===== src/source/csr_pkg.sv =====
/*
 * csr package: widths, register map, reset values and
 * per-register access permissions for the csr block
 */
package csr_pkg;

  // ====================================================================
  // widths
  // ====================================================================
  localparam int CSR_DW = 8;
  localparam int CSR_AW = 8;

  // ====================================================================
  // register map
  // ====================================================================
  localparam logic [CSR_AW-1:0] ADDR_CTRL       = 8'h00;
  localparam logic [CSR_AW-1:0] ADDR_IRQ_EN     = 8'h04;
  localparam logic [CSR_AW-1:0] ADDR_IRQ_STATUS = 8'h08;
  localparam logic [CSR_AW-1:0] ADDR_SCRATCH    = 8'h0C;
  localparam logic [CSR_AW-1:0] ADDR_ID         = 8'h10;

  // reset values
  localparam logic [CSR_DW-1:0] RST_CTRL       = 8'h00;
  localparam logic [CSR_DW-1:0] RST_IRQ_EN     = 8'h00;
  localparam logic [CSR_DW-1:0] RST_SCRATCH    = 8'h00;
  localparam logic [CSR_DW-1:0] RST_IRQ_STATUS = 8'h00;

  // fixed identification word
  localparam logic [CSR_DW-1:0] CSR_ID_VAL = 8'hA5;

  // ====================================================================
  // access permissions, test/cfg mode x write/read
  // ====================================================================
  localparam bit CTRL_TEST_WR = 1'b1;
  localparam bit CTRL_TEST_RD = 1'b1;
  localparam bit CTRL_CFG_WR  = 1'b1;
  localparam bit CTRL_CFG_RD  = 1'b1;

  localparam bit IRQ_EN_TEST_WR = 1'b1;
  localparam bit IRQ_EN_TEST_RD = 1'b1;
  localparam bit IRQ_EN_CFG_WR  = 1'b1;
  localparam bit IRQ_EN_CFG_RD  = 1'b1;

  localparam bit IRQ_STATUS_TEST_WR = 1'b1;
  localparam bit IRQ_STATUS_TEST_RD = 1'b1;
  localparam bit IRQ_STATUS_CFG_WR  = 1'b1;
  localparam bit IRQ_STATUS_CFG_RD  = 1'b1;

  // scratch is only writable from test mode
  localparam bit SCRATCH_TEST_WR = 1'b1;
  localparam bit SCRATCH_TEST_RD = 1'b1;
  localparam bit SCRATCH_CFG_WR  = 1'b0;
  localparam bit SCRATCH_CFG_RD  = 1'b1;

  // id is read only
  localparam bit ID_TEST_WR = 1'b0;
  localparam bit ID_TEST_RD = 1'b1;
  localparam bit ID_CFG_WR  = 1'b0;
  localparam bit ID_CFG_RD  = 1'b1;

endpackage


===== src/source/csr_bus_slave.sv =====
/*
 * csr bus slave: accepts one request at a time over valid/ready
 * and turns it into a single-cycle read or write strobe
 */
`timescale 1ns/1ps

module csr_bus_slave
  import csr_pkg::*;
(
  input  logic              i_clk,
  input  logic              i_rst_n,
  input  logic              i_req_valid,
  input  logic              i_req_write,
  input  logic [CSR_AW-1:0] i_req_addr,
  input  logic [CSR_DW-1:0] i_req_wdata,
  input  logic              i_rsp_busy,
  output logic              o_req_ready,
  output logic              o_wen,
  output logic              o_ren,
  output logic [CSR_AW-1:0] o_addr,
  output logic [CSR_DW-1:0] o_wdata
);

  logic strobe_pending;
  logic accept;

  // ====================================================================
  // request handshake
  // ====================================================================

  // a strobe in flight means the response slot is about to fill
  assign strobe_pending = o_wen | o_ren;

  // take nothing while a strobe or a held response is outstanding
  assign o_req_ready = ~strobe_pending & ~i_rsp_busy;
  assign accept      = i_req_valid & o_req_ready;

  // ====================================================================
  // access strobes
  // ====================================================================

  // one cycle high, the cycle after the transfer edge
  always_ff @(posedge i_clk or negedge i_rst_n) begin
    if (!i_rst_n) begin
      o_wen <= 1'b0;
      o_ren <= 1'b0;
    end else begin
      o_wen <= accept & i_req_write;
      o_ren <= accept & ~i_req_write;
    end
  end

  // request fields, loaded on transfer only
  // held afterwards so decode stays stable during the strobe
  always_ff @(posedge i_clk) begin
    if (accept) begin
      o_addr  <= i_req_addr;
      o_wdata <= i_req_wdata;
    end
  end

endmodule


===== src/source/csr_reg_bank.sv =====
/*
 * csr register bank: register map, read-data merge, hit flag
 * and interrupt combine
 */
`timescale 1ns/1ps

module csr_reg_bank
  import csr_pkg::*;
(
  input  logic              i_clk,
  input  logic              i_rst_n,
  input  logic              i_wen,
  input  logic              i_ren,
  input  logic [CSR_AW-1:0] i_addr,
  input  logic [CSR_DW-1:0] i_wdata,
  input  logic              i_cfg_mode,
  input  logic              i_test_mode,
  input  logic [CSR_DW-1:0] i_evt,
  output logic [CSR_DW-1:0] o_rdata,
  output logic              o_hit,
  output logic [CSR_DW-1:0] o_ctrl,
  output logic              o_irq
);

  logic [CSR_DW-1:0] ctrl_rdata, irq_en_rdata, status_rdata, scratch_rdata, id_rdata;
  logic              ctrl_hit, irq_en_hit, status_hit, scratch_hit, id_hit;
  logic [CSR_DW-1:0] irq_en_q;
  logic [CSR_DW-1:0] status_q;
  logic              id_rd_ok;

  // ====================================================================
  // register instances
  // ====================================================================
  rw_reg #(
    .REG_ADDR(ADDR_CTRL), .DEFAULT_VAL(RST_CTRL),
    .TEST_WR(CTRL_TEST_WR), .TEST_RD(CTRL_TEST_RD),
    .CFG_WR(CTRL_CFG_WR), .CFG_RD(CTRL_CFG_RD)
  ) ctrl_inst (
    .i_clk, .i_rst_n, .i_wen, .i_ren, .i_cfg_mode, .i_test_mode, .i_addr, .i_wdata,
    .o_rdata(ctrl_rdata), .o_hit(ctrl_hit), .o_q(o_ctrl)
  );

  rw_reg #(
    .REG_ADDR(ADDR_IRQ_EN), .DEFAULT_VAL(RST_IRQ_EN),
    .TEST_WR(IRQ_EN_TEST_WR), .TEST_RD(IRQ_EN_TEST_RD),
    .CFG_WR(IRQ_EN_CFG_WR), .CFG_RD(IRQ_EN_CFG_RD)
  ) irq_en_inst (
    .i_clk, .i_rst_n, .i_wen, .i_ren, .i_cfg_mode, .i_test_mode, .i_addr, .i_wdata,
    .o_rdata(irq_en_rdata), .o_hit(irq_en_hit), .o_q(irq_en_q)
  );

  // scratch value stays internal, only visible through reads
  rw_reg #(
    .REG_ADDR(ADDR_SCRATCH), .DEFAULT_VAL(RST_SCRATCH),
    .TEST_WR(SCRATCH_TEST_WR), .TEST_RD(SCRATCH_TEST_RD),
    .CFG_WR(SCRATCH_CFG_WR), .CFG_RD(SCRATCH_CFG_RD)
  ) scratch_inst (
    .i_clk, .i_rst_n, .i_wen, .i_ren, .i_cfg_mode, .i_test_mode, .i_addr, .i_wdata,
    .o_rdata(scratch_rdata), .o_hit(scratch_hit), .o_q()
  );

  rwc_reg #(
    .REG_ADDR(ADDR_IRQ_STATUS), .DEFAULT_VAL(RST_IRQ_STATUS),
    .TEST_WR(IRQ_STATUS_TEST_WR), .TEST_RD(IRQ_STATUS_TEST_RD),
    .CFG_WR(IRQ_STATUS_CFG_WR), .CFG_RD(IRQ_STATUS_CFG_RD)
  ) irq_status_inst (
    .i_clk, .i_rst_n, .i_wen, .i_ren, .i_cfg_mode, .i_test_mode, .i_addr, .i_wdata,
    .i_lgc_set(i_evt),
    .o_rdata(status_rdata), .o_hit(status_hit), .o_q(status_q)
  );

  // ====================================================================
  // id register, a constant with its own decode
  // ====================================================================
  assign id_hit   = (i_addr == ADDR_ID);
  assign id_rd_ok = i_ren & id_hit & ((i_test_mode & ID_TEST_RD) | (i_cfg_mode & ID_CFG_RD));
  assign id_rdata = id_rd_ok ? CSR_ID_VAL : '0;

  // at most one source is non-zero, so a plain or merges them
  assign o_rdata = ctrl_rdata | irq_en_rdata | status_rdata | scratch_rdata | id_rdata;
  assign o_hit   = ctrl_hit | irq_en_hit | status_hit | scratch_hit | id_hit;

  // any enabled pending status bit
  assign o_irq = |(status_q & irq_en_q);

endmodule


===== src/source/csr_rsp_out.sv =====
/*
 * csr response stage: captures read data and error on a strobe
 * and holds them until the response channel takes them
 */
`timescale 1ns/1ps

module csr_rsp_out
  import csr_pkg::*;
(
  input  logic              i_clk,
  input  logic              i_rst_n,
  input  logic              i_ren,
  input  logic              i_wen,
  input  logic [CSR_DW-1:0] i_rdata,
  input  logic              i_hit,
  input  logic              i_rsp_ready,
  output logic              o_rsp_valid,
  output logic [CSR_DW-1:0] o_rsp_rdata,
  output logic              o_rsp_err,
  output logic              o_busy
);

  logic strobe;
  logic rsp_done;

  // ====================================================================
  // response handshake
  // ====================================================================

  // either access kind produces exactly one response
  assign strobe   = i_ren | i_wen;
  assign rsp_done = o_rsp_valid & i_rsp_ready;

  // a strobe can only come while the slot is empty,
  // the bus slave holds off requests while busy
  always_ff @(posedge i_clk or negedge i_rst_n) begin
    if (!i_rst_n) begin
      o_rsp_valid <= 1'b0;
    end else if (strobe) begin
      o_rsp_valid <= 1'b1;
    end else if (rsp_done) begin
      o_rsp_valid <= 1'b0;
    end
  end

  // payload, loaded with the strobe and frozen while stalled
  // writes return the merged data too, which is zero
  always_ff @(posedge i_clk) begin
    if (strobe) begin
      o_rsp_rdata <= i_rdata;
      o_rsp_err   <= ~i_hit;
    end
  end

  // slot occupied until the transfer edge
  assign o_busy = o_rsp_valid;

endmodule


===== src/source/csr_top.sv =====
/*
 * csr top: request slave, register bank and response stage
 */
`timescale 1ns/1ps

module csr_top
  import csr_pkg::*;
(
  input  logic              i_clk,
  input  logic              i_rst_n,
  // request channel
  input  logic              i_req_valid,
  output logic              o_req_ready,
  input  logic              i_req_write,
  input  logic [CSR_AW-1:0] i_req_addr,
  input  logic [CSR_DW-1:0] i_req_wdata,
  // response channel
  output logic              o_rsp_valid,
  input  logic              i_rsp_ready,
  output logic [CSR_DW-1:0] o_rsp_rdata,
  output logic              o_rsp_err,
  // modes and hardware side
  input  logic              i_cfg_mode,
  input  logic              i_test_mode,
  input  logic [CSR_DW-1:0] i_evt,
  output logic [CSR_DW-1:0] o_ctrl,
  output logic              o_irq
);

  // slave to bank
  logic              bus_wen;
  logic              bus_ren;
  logic [CSR_AW-1:0] bus_addr;
  logic [CSR_DW-1:0] bus_wdata;
  // bank to response
  logic [CSR_DW-1:0] bank_rdata;
  logic              bank_hit;
  // response back to slave
  logic              rsp_busy;

  // ====================================================================
  // input side
  // ====================================================================
  csr_bus_slave bus_slave_inst (
    .i_clk, .i_rst_n, .i_req_valid, .i_req_write, .i_req_addr, .i_req_wdata,
    .i_rsp_busy(rsp_busy),
    .o_req_ready,
    .o_wen(bus_wen), .o_ren(bus_ren), .o_addr(bus_addr), .o_wdata(bus_wdata)
  );

  // ====================================================================
  // registers
  // ====================================================================
  csr_reg_bank reg_bank_inst (
    .i_clk, .i_rst_n,
    .i_wen(bus_wen), .i_ren(bus_ren), .i_addr(bus_addr), .i_wdata(bus_wdata),
    .i_cfg_mode, .i_test_mode, .i_evt,
    .o_rdata(bank_rdata), .o_hit(bank_hit), .o_ctrl, .o_irq
  );

  // ====================================================================
  // output side
  // ====================================================================
  csr_rsp_out rsp_out_inst (
    .i_clk, .i_rst_n,
    .i_ren(bus_ren), .i_wen(bus_wen), .i_rdata(bank_rdata), .i_hit(bank_hit),
    .i_rsp_ready,
    .o_rsp_valid, .o_rsp_rdata, .o_rsp_err,
    .o_busy(rsp_busy)
  );

endmodule


===== src/source/rw_reg.sv =====
/*
 * rw register: plain cpu read/write register with its own
 * address decode and mode-gated access
 */
`timescale 1ns/1ps

module rw_reg
  import csr_pkg::*;
#(
  parameter logic [CSR_AW-1:0] REG_ADDR    = '0,
  parameter logic [CSR_DW-1:0] DEFAULT_VAL = '0,
  parameter bit                TEST_WR     = 1'b1,
  parameter bit                TEST_RD     = 1'b1,
  parameter bit                CFG_WR      = 1'b1,
  parameter bit                CFG_RD      = 1'b1
) (
  input  logic              i_clk,
  input  logic              i_rst_n,
  input  logic              i_wen,
  input  logic              i_ren,
  input  logic              i_cfg_mode,
  input  logic              i_test_mode,
  input  logic [CSR_AW-1:0] i_addr,
  input  logic [CSR_DW-1:0] i_wdata,
  output logic [CSR_DW-1:0] o_rdata,
  output logic              o_hit,
  output logic [CSR_DW-1:0] o_q
);

  logic wr_ok;
  logic rd_ok;

  // address match, independent of mode
  assign o_hit = (i_addr == REG_ADDR);

  // access allowed if any active mode grants it
  assign wr_ok = i_wen & o_hit & ((i_test_mode & TEST_WR) | (i_cfg_mode & CFG_WR));
  assign rd_ok = i_ren & o_hit & ((i_test_mode & TEST_RD) | (i_cfg_mode & CFG_RD));

  always_ff @(posedge i_clk or negedge i_rst_n) begin
    if (!i_rst_n) begin
      o_q <= DEFAULT_VAL;
    end else if (wr_ok) begin
      o_q <= i_wdata;
    end
  end

  // zero unless this register is the one being read
  assign o_rdata = rd_ok ? o_q : '0;

endmodule


===== src/source/rwc_reg.sv =====
/*
 * rwc register: status bits set by hardware, cleared by the cpu
 * writing ones; a set always beats a clear of the same bit
 */
`timescale 1ns/1ps

module rwc_reg
  import csr_pkg::*;
#(
  parameter logic [CSR_AW-1:0] REG_ADDR    = '0,
  parameter logic [CSR_DW-1:0] DEFAULT_VAL = '0,
  parameter bit                TEST_WR     = 1'b1,
  parameter bit                TEST_RD     = 1'b1,
  parameter bit                CFG_WR      = 1'b1,
  parameter bit                CFG_RD      = 1'b1
) (
  input  logic              i_clk,
  input  logic              i_rst_n,
  input  logic              i_wen,
  input  logic              i_ren,
  input  logic              i_cfg_mode,
  input  logic              i_test_mode,
  input  logic [CSR_AW-1:0] i_addr,
  input  logic [CSR_DW-1:0] i_wdata,
  input  logic [CSR_DW-1:0] i_lgc_set,
  output logic [CSR_DW-1:0] o_rdata,
  output logic              o_hit,
  output logic [CSR_DW-1:0] o_q
);

  logic              wr_ok;
  logic              rd_ok;
  logic [CSR_DW-1:0] clr_mask;

  assign o_hit = (i_addr == REG_ADDR);
  assign wr_ok = i_wen & o_hit & ((i_test_mode & TEST_WR) | (i_cfg_mode & CFG_WR));
  assign rd_ok = i_ren & o_hit & ((i_test_mode & TEST_RD) | (i_cfg_mode & CFG_RD));

  // write data ones select bits to clear
  assign clr_mask = wr_ok ? i_wdata : '0;

  // clear first, then or in the hardware sets
  // per bit, so an event and a clear on different bits both land
  always_ff @(posedge i_clk or negedge i_rst_n) begin
    if (!i_rst_n) begin
      o_q <= DEFAULT_VAL;
    end else begin
      o_q <= (o_q & ~clr_mask) | i_lgc_set;
    end
  end

  assign o_rdata = rd_ok ? o_q : '0;

endmodule


===== config.mk =====
export PLATFORM = sky130hd
export DESIGN_NAME = csr_top
export DESIGN_NICKNAME = d
export VERILOG_FILES = /design/src/source/csr_pkg.sv /design/src/source/csr_bus_slave.sv /design/src/source/csr_reg_bank.sv /design/src/source/csr_rsp_out.sv /design/src/source/csr_top.sv /design/src/source/rw_reg.sv /design/src/source/rwc_reg.sv
export SDC_FILE = /design/constraint.sdc
export NUM_CORES = 1
export LEC_CHECK = 0
export BUFFER_PORTS_ARGS = -buffer_cell sky130_fd_sc_hd__buf_2
export CORE_MARGIN = 4
export CORE_UTILIZATION = 48
export DETAILED_ROUTE_END_ITERATION = 8
export GPL_TIMING_DRIVEN = 0
export PLACE_DENSITY = 0.83
export SLEW_MARGIN = 20
export SYNTH_ARGS = -nofsm -noshare
export SYNTH_HDL_FRONTEND = slang
export SYNTH_SLANG_ARGS = --single-unit

===== constraint.sdc =====
create_clock -name i_clk -period 2 [get_ports i_clk]
set_clock_uncertainty 0.2 [all_clocks]
set_input_delay 0.1 -clock i_clk [delete_from_list [all_inputs] [get_ports i_clk]]
set_output_delay 0.1 -clock i_clk [all_outputs]
set_load 0.01 [all_outputs]

-- Word level (Yosys, flattened, before mapping)
Cells that the tools add are included.
- multiplexer cells: 8
- bitwise operators: 41
- reduce and logical (&&, ||, !) cells: 3
- equal/unequal tests: 4
- operators by type and width (kind ; count):
    $mux W8 ; 6
    $or A8 B8 Y8 ; 5
    $and A1 B1 Y1 ; 23
    $and A8 B8 Y8 ; 2
    $eq A8 B4 Y1 const B ; 2
    $eq A8 B3 Y1 const B ; 1
    $eq A8 B5 Y1 const B ; 1
    $logic_not A8 Y1 ; 1
    $not A8 Y8 ; 1
    $reduce_or A8 Y1 ; 1
    $or A1 B1 Y1 ; 6
    $not A1 Y1 ; 4
    $mux W1 ; 2
    $reduce_bool A2 Y1 ; 1
- output and inout port bits: 20
- register bits after elaboration: 60
- word-level logic and storage cells: 67

-- Logic depth before layout (Yosys ltp)
- word-level depth: 8
- gate-level depth with buffers: 5
- depth with buffers taken out: 4

-- Hierarchy
A second synthesis with hierarchy kept.
- cells, all modules: 200
- area, all modules: 2717.6 sq um
- by module, submodules not included (module ; area each (sq um) ; times used ; seq. area each (sq um) ; cells each):
    csr_bus_slave ; 563.0 ; 1 ; 530.5 ; 22
    rwc_reg ; 431.7 ; 1 ; 200.2 ; 47
    rw_reg (reg_bank_inst.ctrl_inst) ; 426.7 ; 1 ; 200.2 ; 31
    rw_reg (reg_bank_inst.scratch_inst) ; 396.6 ; 1 ; 200.2 ; 31
    rw_reg (reg_bank_inst.irq_en_inst) ; 392.9 ; 1 ; 200.2 ; 31
    csr_rsp_out ; 326.6 ; 1 ; 295.3 ; 15
    csr_reg_bank ; 180.2 ; 1 ; 0.0 ; 23

-- Least setup slack after synthesis
OpenSTA, ideal clock, no wires.
- path kind: register -> register
- from: reg bus_slave_inst.o_ren
- to: reg bus_slave_inst.o_addr[0], enable pin
- period minus slack after synthesis: 2075 ps
- data arrival time: 1501 ps
- slack: -75 ps
- path buffers: 0
- cell stages (with the launch flop): 4
- library setup time: 374 ps
- required time: 1426 ps
- cell sequence: dfrtp_1 or2_2 nor2_1 and2_1
- cells in the longest elaborated chain, start to end: 4
- RTL lines (element ; RTL line ; RTL):
    from (decl) ; csr_bus_slave.sv:19 ; output logic o_ren,
    from (signal assigned) ; csr_bus_slave.sv:49 ; o_ren <= accept & ~i_req_write;
    $or A1 B1 Y1 ; csr_bus_slave.sv:32 ; assign strobe_pending = o_wen | o_ren;
    net bus_slave_inst.strobe_pending ; csr_bus_slave.sv:24 ; logic strobe_pending;
    $not A1 Y1 ; csr_bus_slave.sv:35 ; assign o_req_ready = ~strobe_pending & ~i_rsp_busy;
    $and A1 B1 Y1 ; csr_bus_slave.sv:35 ;
    net o_req_ready ; csr_top.sv:13 ; output logic o_req_ready,
    $and A1 B1 Y1 ; csr_bus_slave.sv:36 ; assign accept = i_req_valid & o_req_ready;
    net bus_slave_inst.accept ; csr_bus_slave.sv:25 ; logic accept;
    to (signal assigned) ; csr_bus_slave.sv:57 ; o_addr <= i_req_addr;
    to (decl) ; csr_bus_slave.sv:20 ; output logic [CSR_AW-1:0] o_addr,
The timed path passes the listed nets, and every way through them passes these cells.
A chain may end at the register's enable or synchronous reset.

-- Worst setup path after layout
- from: reg bus_slave_inst.o_addr[0]
- to: reg reg_bank_inst.irq_en_inst.o_q[4]
- cells in the longest elaborated chain, start to end: 3
- RTL lines (element ; RTL line ; RTL):
    $eq A8 B3 Y1 ; rw_reg.sv:34 ; assign o_hit = (i_addr == REG_ADDR);
    $and A1 B1 Y1 (2 in a row) ; rw_reg.sv:37 ; assign wr_ok = i_wen & o_hit & ((i_test_mode & TEST_WR) | (i_cfg_mode & CFG_WR));
    to (signal assigned) ; rw_reg.sv:44 ; o_q <= i_wdata;
    to (decl) ; rw_reg.sv:27 ; output logic [CSR_DW-1:0] o_q
No other way between the ends.

==> results.json <==
{
  "postSynthNetCount": 193,
  "setup_violations": 24,
  "cp.arrival_ns": 2.07,
  "syn_inst": 162,
  "rsz0062_at_grt": "true",
  "final-hold-violation-count": 0,
  "synth_area_sq_um": 2480,
  "gp_congestion": 0.770,
  "grt_max_degree": 36,
  "clk_pin_slew_ns": 0.06,
  "die-area_sq_um": 6380,
  "tightest_slew_ns": 0.794,
  "cts_tree": "built",
  "r2r_slack_ns": -0.04,
  "numPortBuffers": 50,
  "fin_tns_setup_ns": -0.632,
  "ctsLongestPathBuffers": 2,
  "fp.coreArea_sq_um": 4850,
  "grt_usage_pct": 18.5,
  "yosysUniqueCellTypes": 30,
  "yosys-top-cells-count": "dfrtp_1 (35), mux2_2 (27), edfxtp_1 (25)",
  "period_needed_ns": 2.04,
  "setup_ws_ns": -0.0436,
  "layout.cells.non_filler": 329,
  "p_leak_nw": 1.46,
  "period_share_pct": 102,
  "cts_buffers": 9,
  "antenna_cells": 0,
  "firstDrtPassIters": 4,
  "place_ws_ns": -0.114,
  "die_w_um": 79.9,
  "hold_path_class": "input port to async pin",
  "grt_overflow": 0,
  "ant_nets": 0,
  "grt_pass1_wl_mm": 8.71,
  "regToRegStartpoint": "bus_slave_inst.o_addr[0]",
  "grt_pass1_vias": 1777,
  "wl_per_cell_um": 16.8,
  "path_class": "flop to flop",
  "ios": 51,
  "clock-sinks": 60,
  "yosysMostFrequentCell": "dfrtp_1",
  "drive_gt1_share_pct": 44.3,
  "maxSlewHeadroom_pct": 47.1,
  "cts_root_buf": "clkbuf_8",
  "row_count": 25,
  "wl_mm": 5.52,
  "syn_avg_cell_area_sq_um": 15.3,
  "reg2regPathDepth": 4,
  "routed_via_density": 5.24,
  "synth-seq-cells": 60,
  "ys_seq_area_share_pct": 65.6,
  "fill_cells": 332,
  "drt_iter0_drc": 112,
  "start_util_pct": 51.2,
  "synth_top_area_share_pct": 35.3,
  "crit_path_start_kind": "flop",
  "status": "finished, violations left",
  "reg2reg_to": "reg_bank_inst.irq_en_inst.o_q[4]",
  "fmax_ghz": 0.489,
  "yosys.area.top_type": "dfrtp_1",
  "failed_checks": "negative setup slack",
  "cp_max_fo": 8,
  "vdd.ir_drop.worst_v": 0.000617,
  "insertion_delay_ns": 0.34,
  "p_per_area_nw_per_um2": 801,
  "async_flop_share_pct": 58.3,
  "drv_slew": 0,
  "cp.required_ns": 2.03,
  "nets": 289,
  "synthFlopType": "dfrtp_1",
  "crit_path_end_kind": "flop",
  "yosys_warnings": 0,
  "drv_cap": 0,
  "hold-worst-slack_ns": 0.182,
  "drc_errors": 0,
  "htree_levels": 3,
  "vias": 1724,
  "post-dp-hpwl_mm": 3.35,
  "antenna_found_initial": 0,
  "syn_to_final_growth_pct": 35.8,
  "placedCellCount": 279,
  "synth_edf_count": 25,
  "die_y_um": 79.9,
  "synth.area.top_cells": "dfrtp_1 (35%), edfxtp_1 (30%), mux2_2 (12%), mux4_2 (3.6%), a21o_1 (2.7%)"
}
routing by layer:
metal | track usage (%) | share of wire, %
met1 | 23.2 | 40
met2 | 29.1 | 49
met3 | 5.87 | 8.6
met4 | 8.61 | 2.3
met5 | 0 | 0
flip-flops by register name, indices dropped and copies added (netlist names):
| name | count |
|---|---|
| reg_bank_inst.irq_status_inst.o_q | 8 |
| reg_bank_inst.irq_en_inst.o_q | 8 |
| rsp_out_inst.o_rsp_rdata | 8 |
| reg_bank_inst.ctrl_inst.o_q | 8 |
| bus_slave_inst.o_wen | 1 |
| bus_slave_inst.o_wdata | 8 |
| rsp_out_inst.o_rsp_err | 1 |
| bus_slave_inst.o_ren | 1 |
| bus_slave_inst.o_addr | 8 |
| reg_bank_inst.scratch_inst.o_q | 8 |
| rsp_out_inst.o_busy | 1 |
power breakdown:
part | switching [W] | internal, W | leakage, nW
Combinational | 0.000172 | 0.000157 | 0.697
Sequential | 0.0000454 | 0.00138 | 0.678
Clock | 0.000442 | 0.000506 | 0.0893
Total | 0.000660 | 0.00204 | 1.46
logic make-up after synthesis:
kind of cell,share of synthesized area (%)
mux,16.3
simple gates,10.8
flops,65.6
compound gates,6.25
buf+inv,1.11
worst max path at each step:
| stage | start | endpoint | slack, ns | cells past startpoint |
|---|---|---|---|---|
| floorplan | bus_slave_inst.o_addr[5] | reg_bank_inst.irq_en_inst.o_q[0] | 0.01 | 5 |
| global placement | bus_slave_inst.o_addr[4] | reg_bank_inst.scratch_inst.o_q[6] | -0.11 | 5 |
| detailed placement | bus_slave_inst.o_addr[4] | reg_bank_inst.scratch_inst.o_q[4] | -0.11 | 5 |
| CTS | bus_slave_inst.o_wen | bus_slave_inst.o_addr[1] | 0.008 | 3 |
| global route | bus_slave_inst.o_addr[0] | reg_bank_inst.irq_en_inst.o_q[2] | -0.11 | 4 |
| finish | bus_slave_inst.o_addr[0] | reg_bank_inst.irq_en_inst.o_q[4] | -0.04 | 4 |
cells in the final DEF (no fill, tap or decap), drive strengths merged, types with 2 or more instances in the layout:
cell / instances
o22ai: 4
nor3: 3
dlygate4sd3: 28
or2: 2
buf: 59
nand4: 2
a21o: 9
nor2b: 6
nor2: 9
clkbuf: 15
dfrtp: 35
nand3: 2
nand2: 11
mux2: 27
clkinv: 2
edfxtp: 25
and3: 2
mux4: 4
a22oi: 7
through the flow:
stage | power [W] | utilization [%] | instance area [sq um]
final | 0.00270 | 69.5 | 3370
after global routing | 0.00281 | 69.5 | 3370
after CTS | 0.00270 | 68.2 | 3310
after detailed placement | 0.00171 | 58.1 | 2820
after global placement | 0.00170 | 58.1 | 2820
after floorplan | 0.00159 | - | 2480
layout make-up:
cell class	count	area, sq um	area share [%]
timing repair buffer	86	611	18.1
buffer	3	13.8	0.408
clock buffer	13	159	4.72
clock inverter	2	10.0	0.297
inverter	1	3.75	0.111
multi-input combinational	97	862	25.6
tap	67	83.8	2.49
sequential	60	1630	48.3
critical path, cell delays in order, from the launching register on:
cell and delay [ns]:
edfxtp_1 0.37, or3_4 0.43, nor3_4 0.27, and3_4 0.31
mux2_2 0.35
repair_timing:
action                                 in CTS  in global routing
endpoints found under the hold margin      62                  0
buffers inserted                            4                  4
gates resized for setup                     4                  7
pin swaps                                   4                  6
setup endpoints to repair                  32                 57
hold buffers                               28                  0
Power figures use the tool's default switching activity.
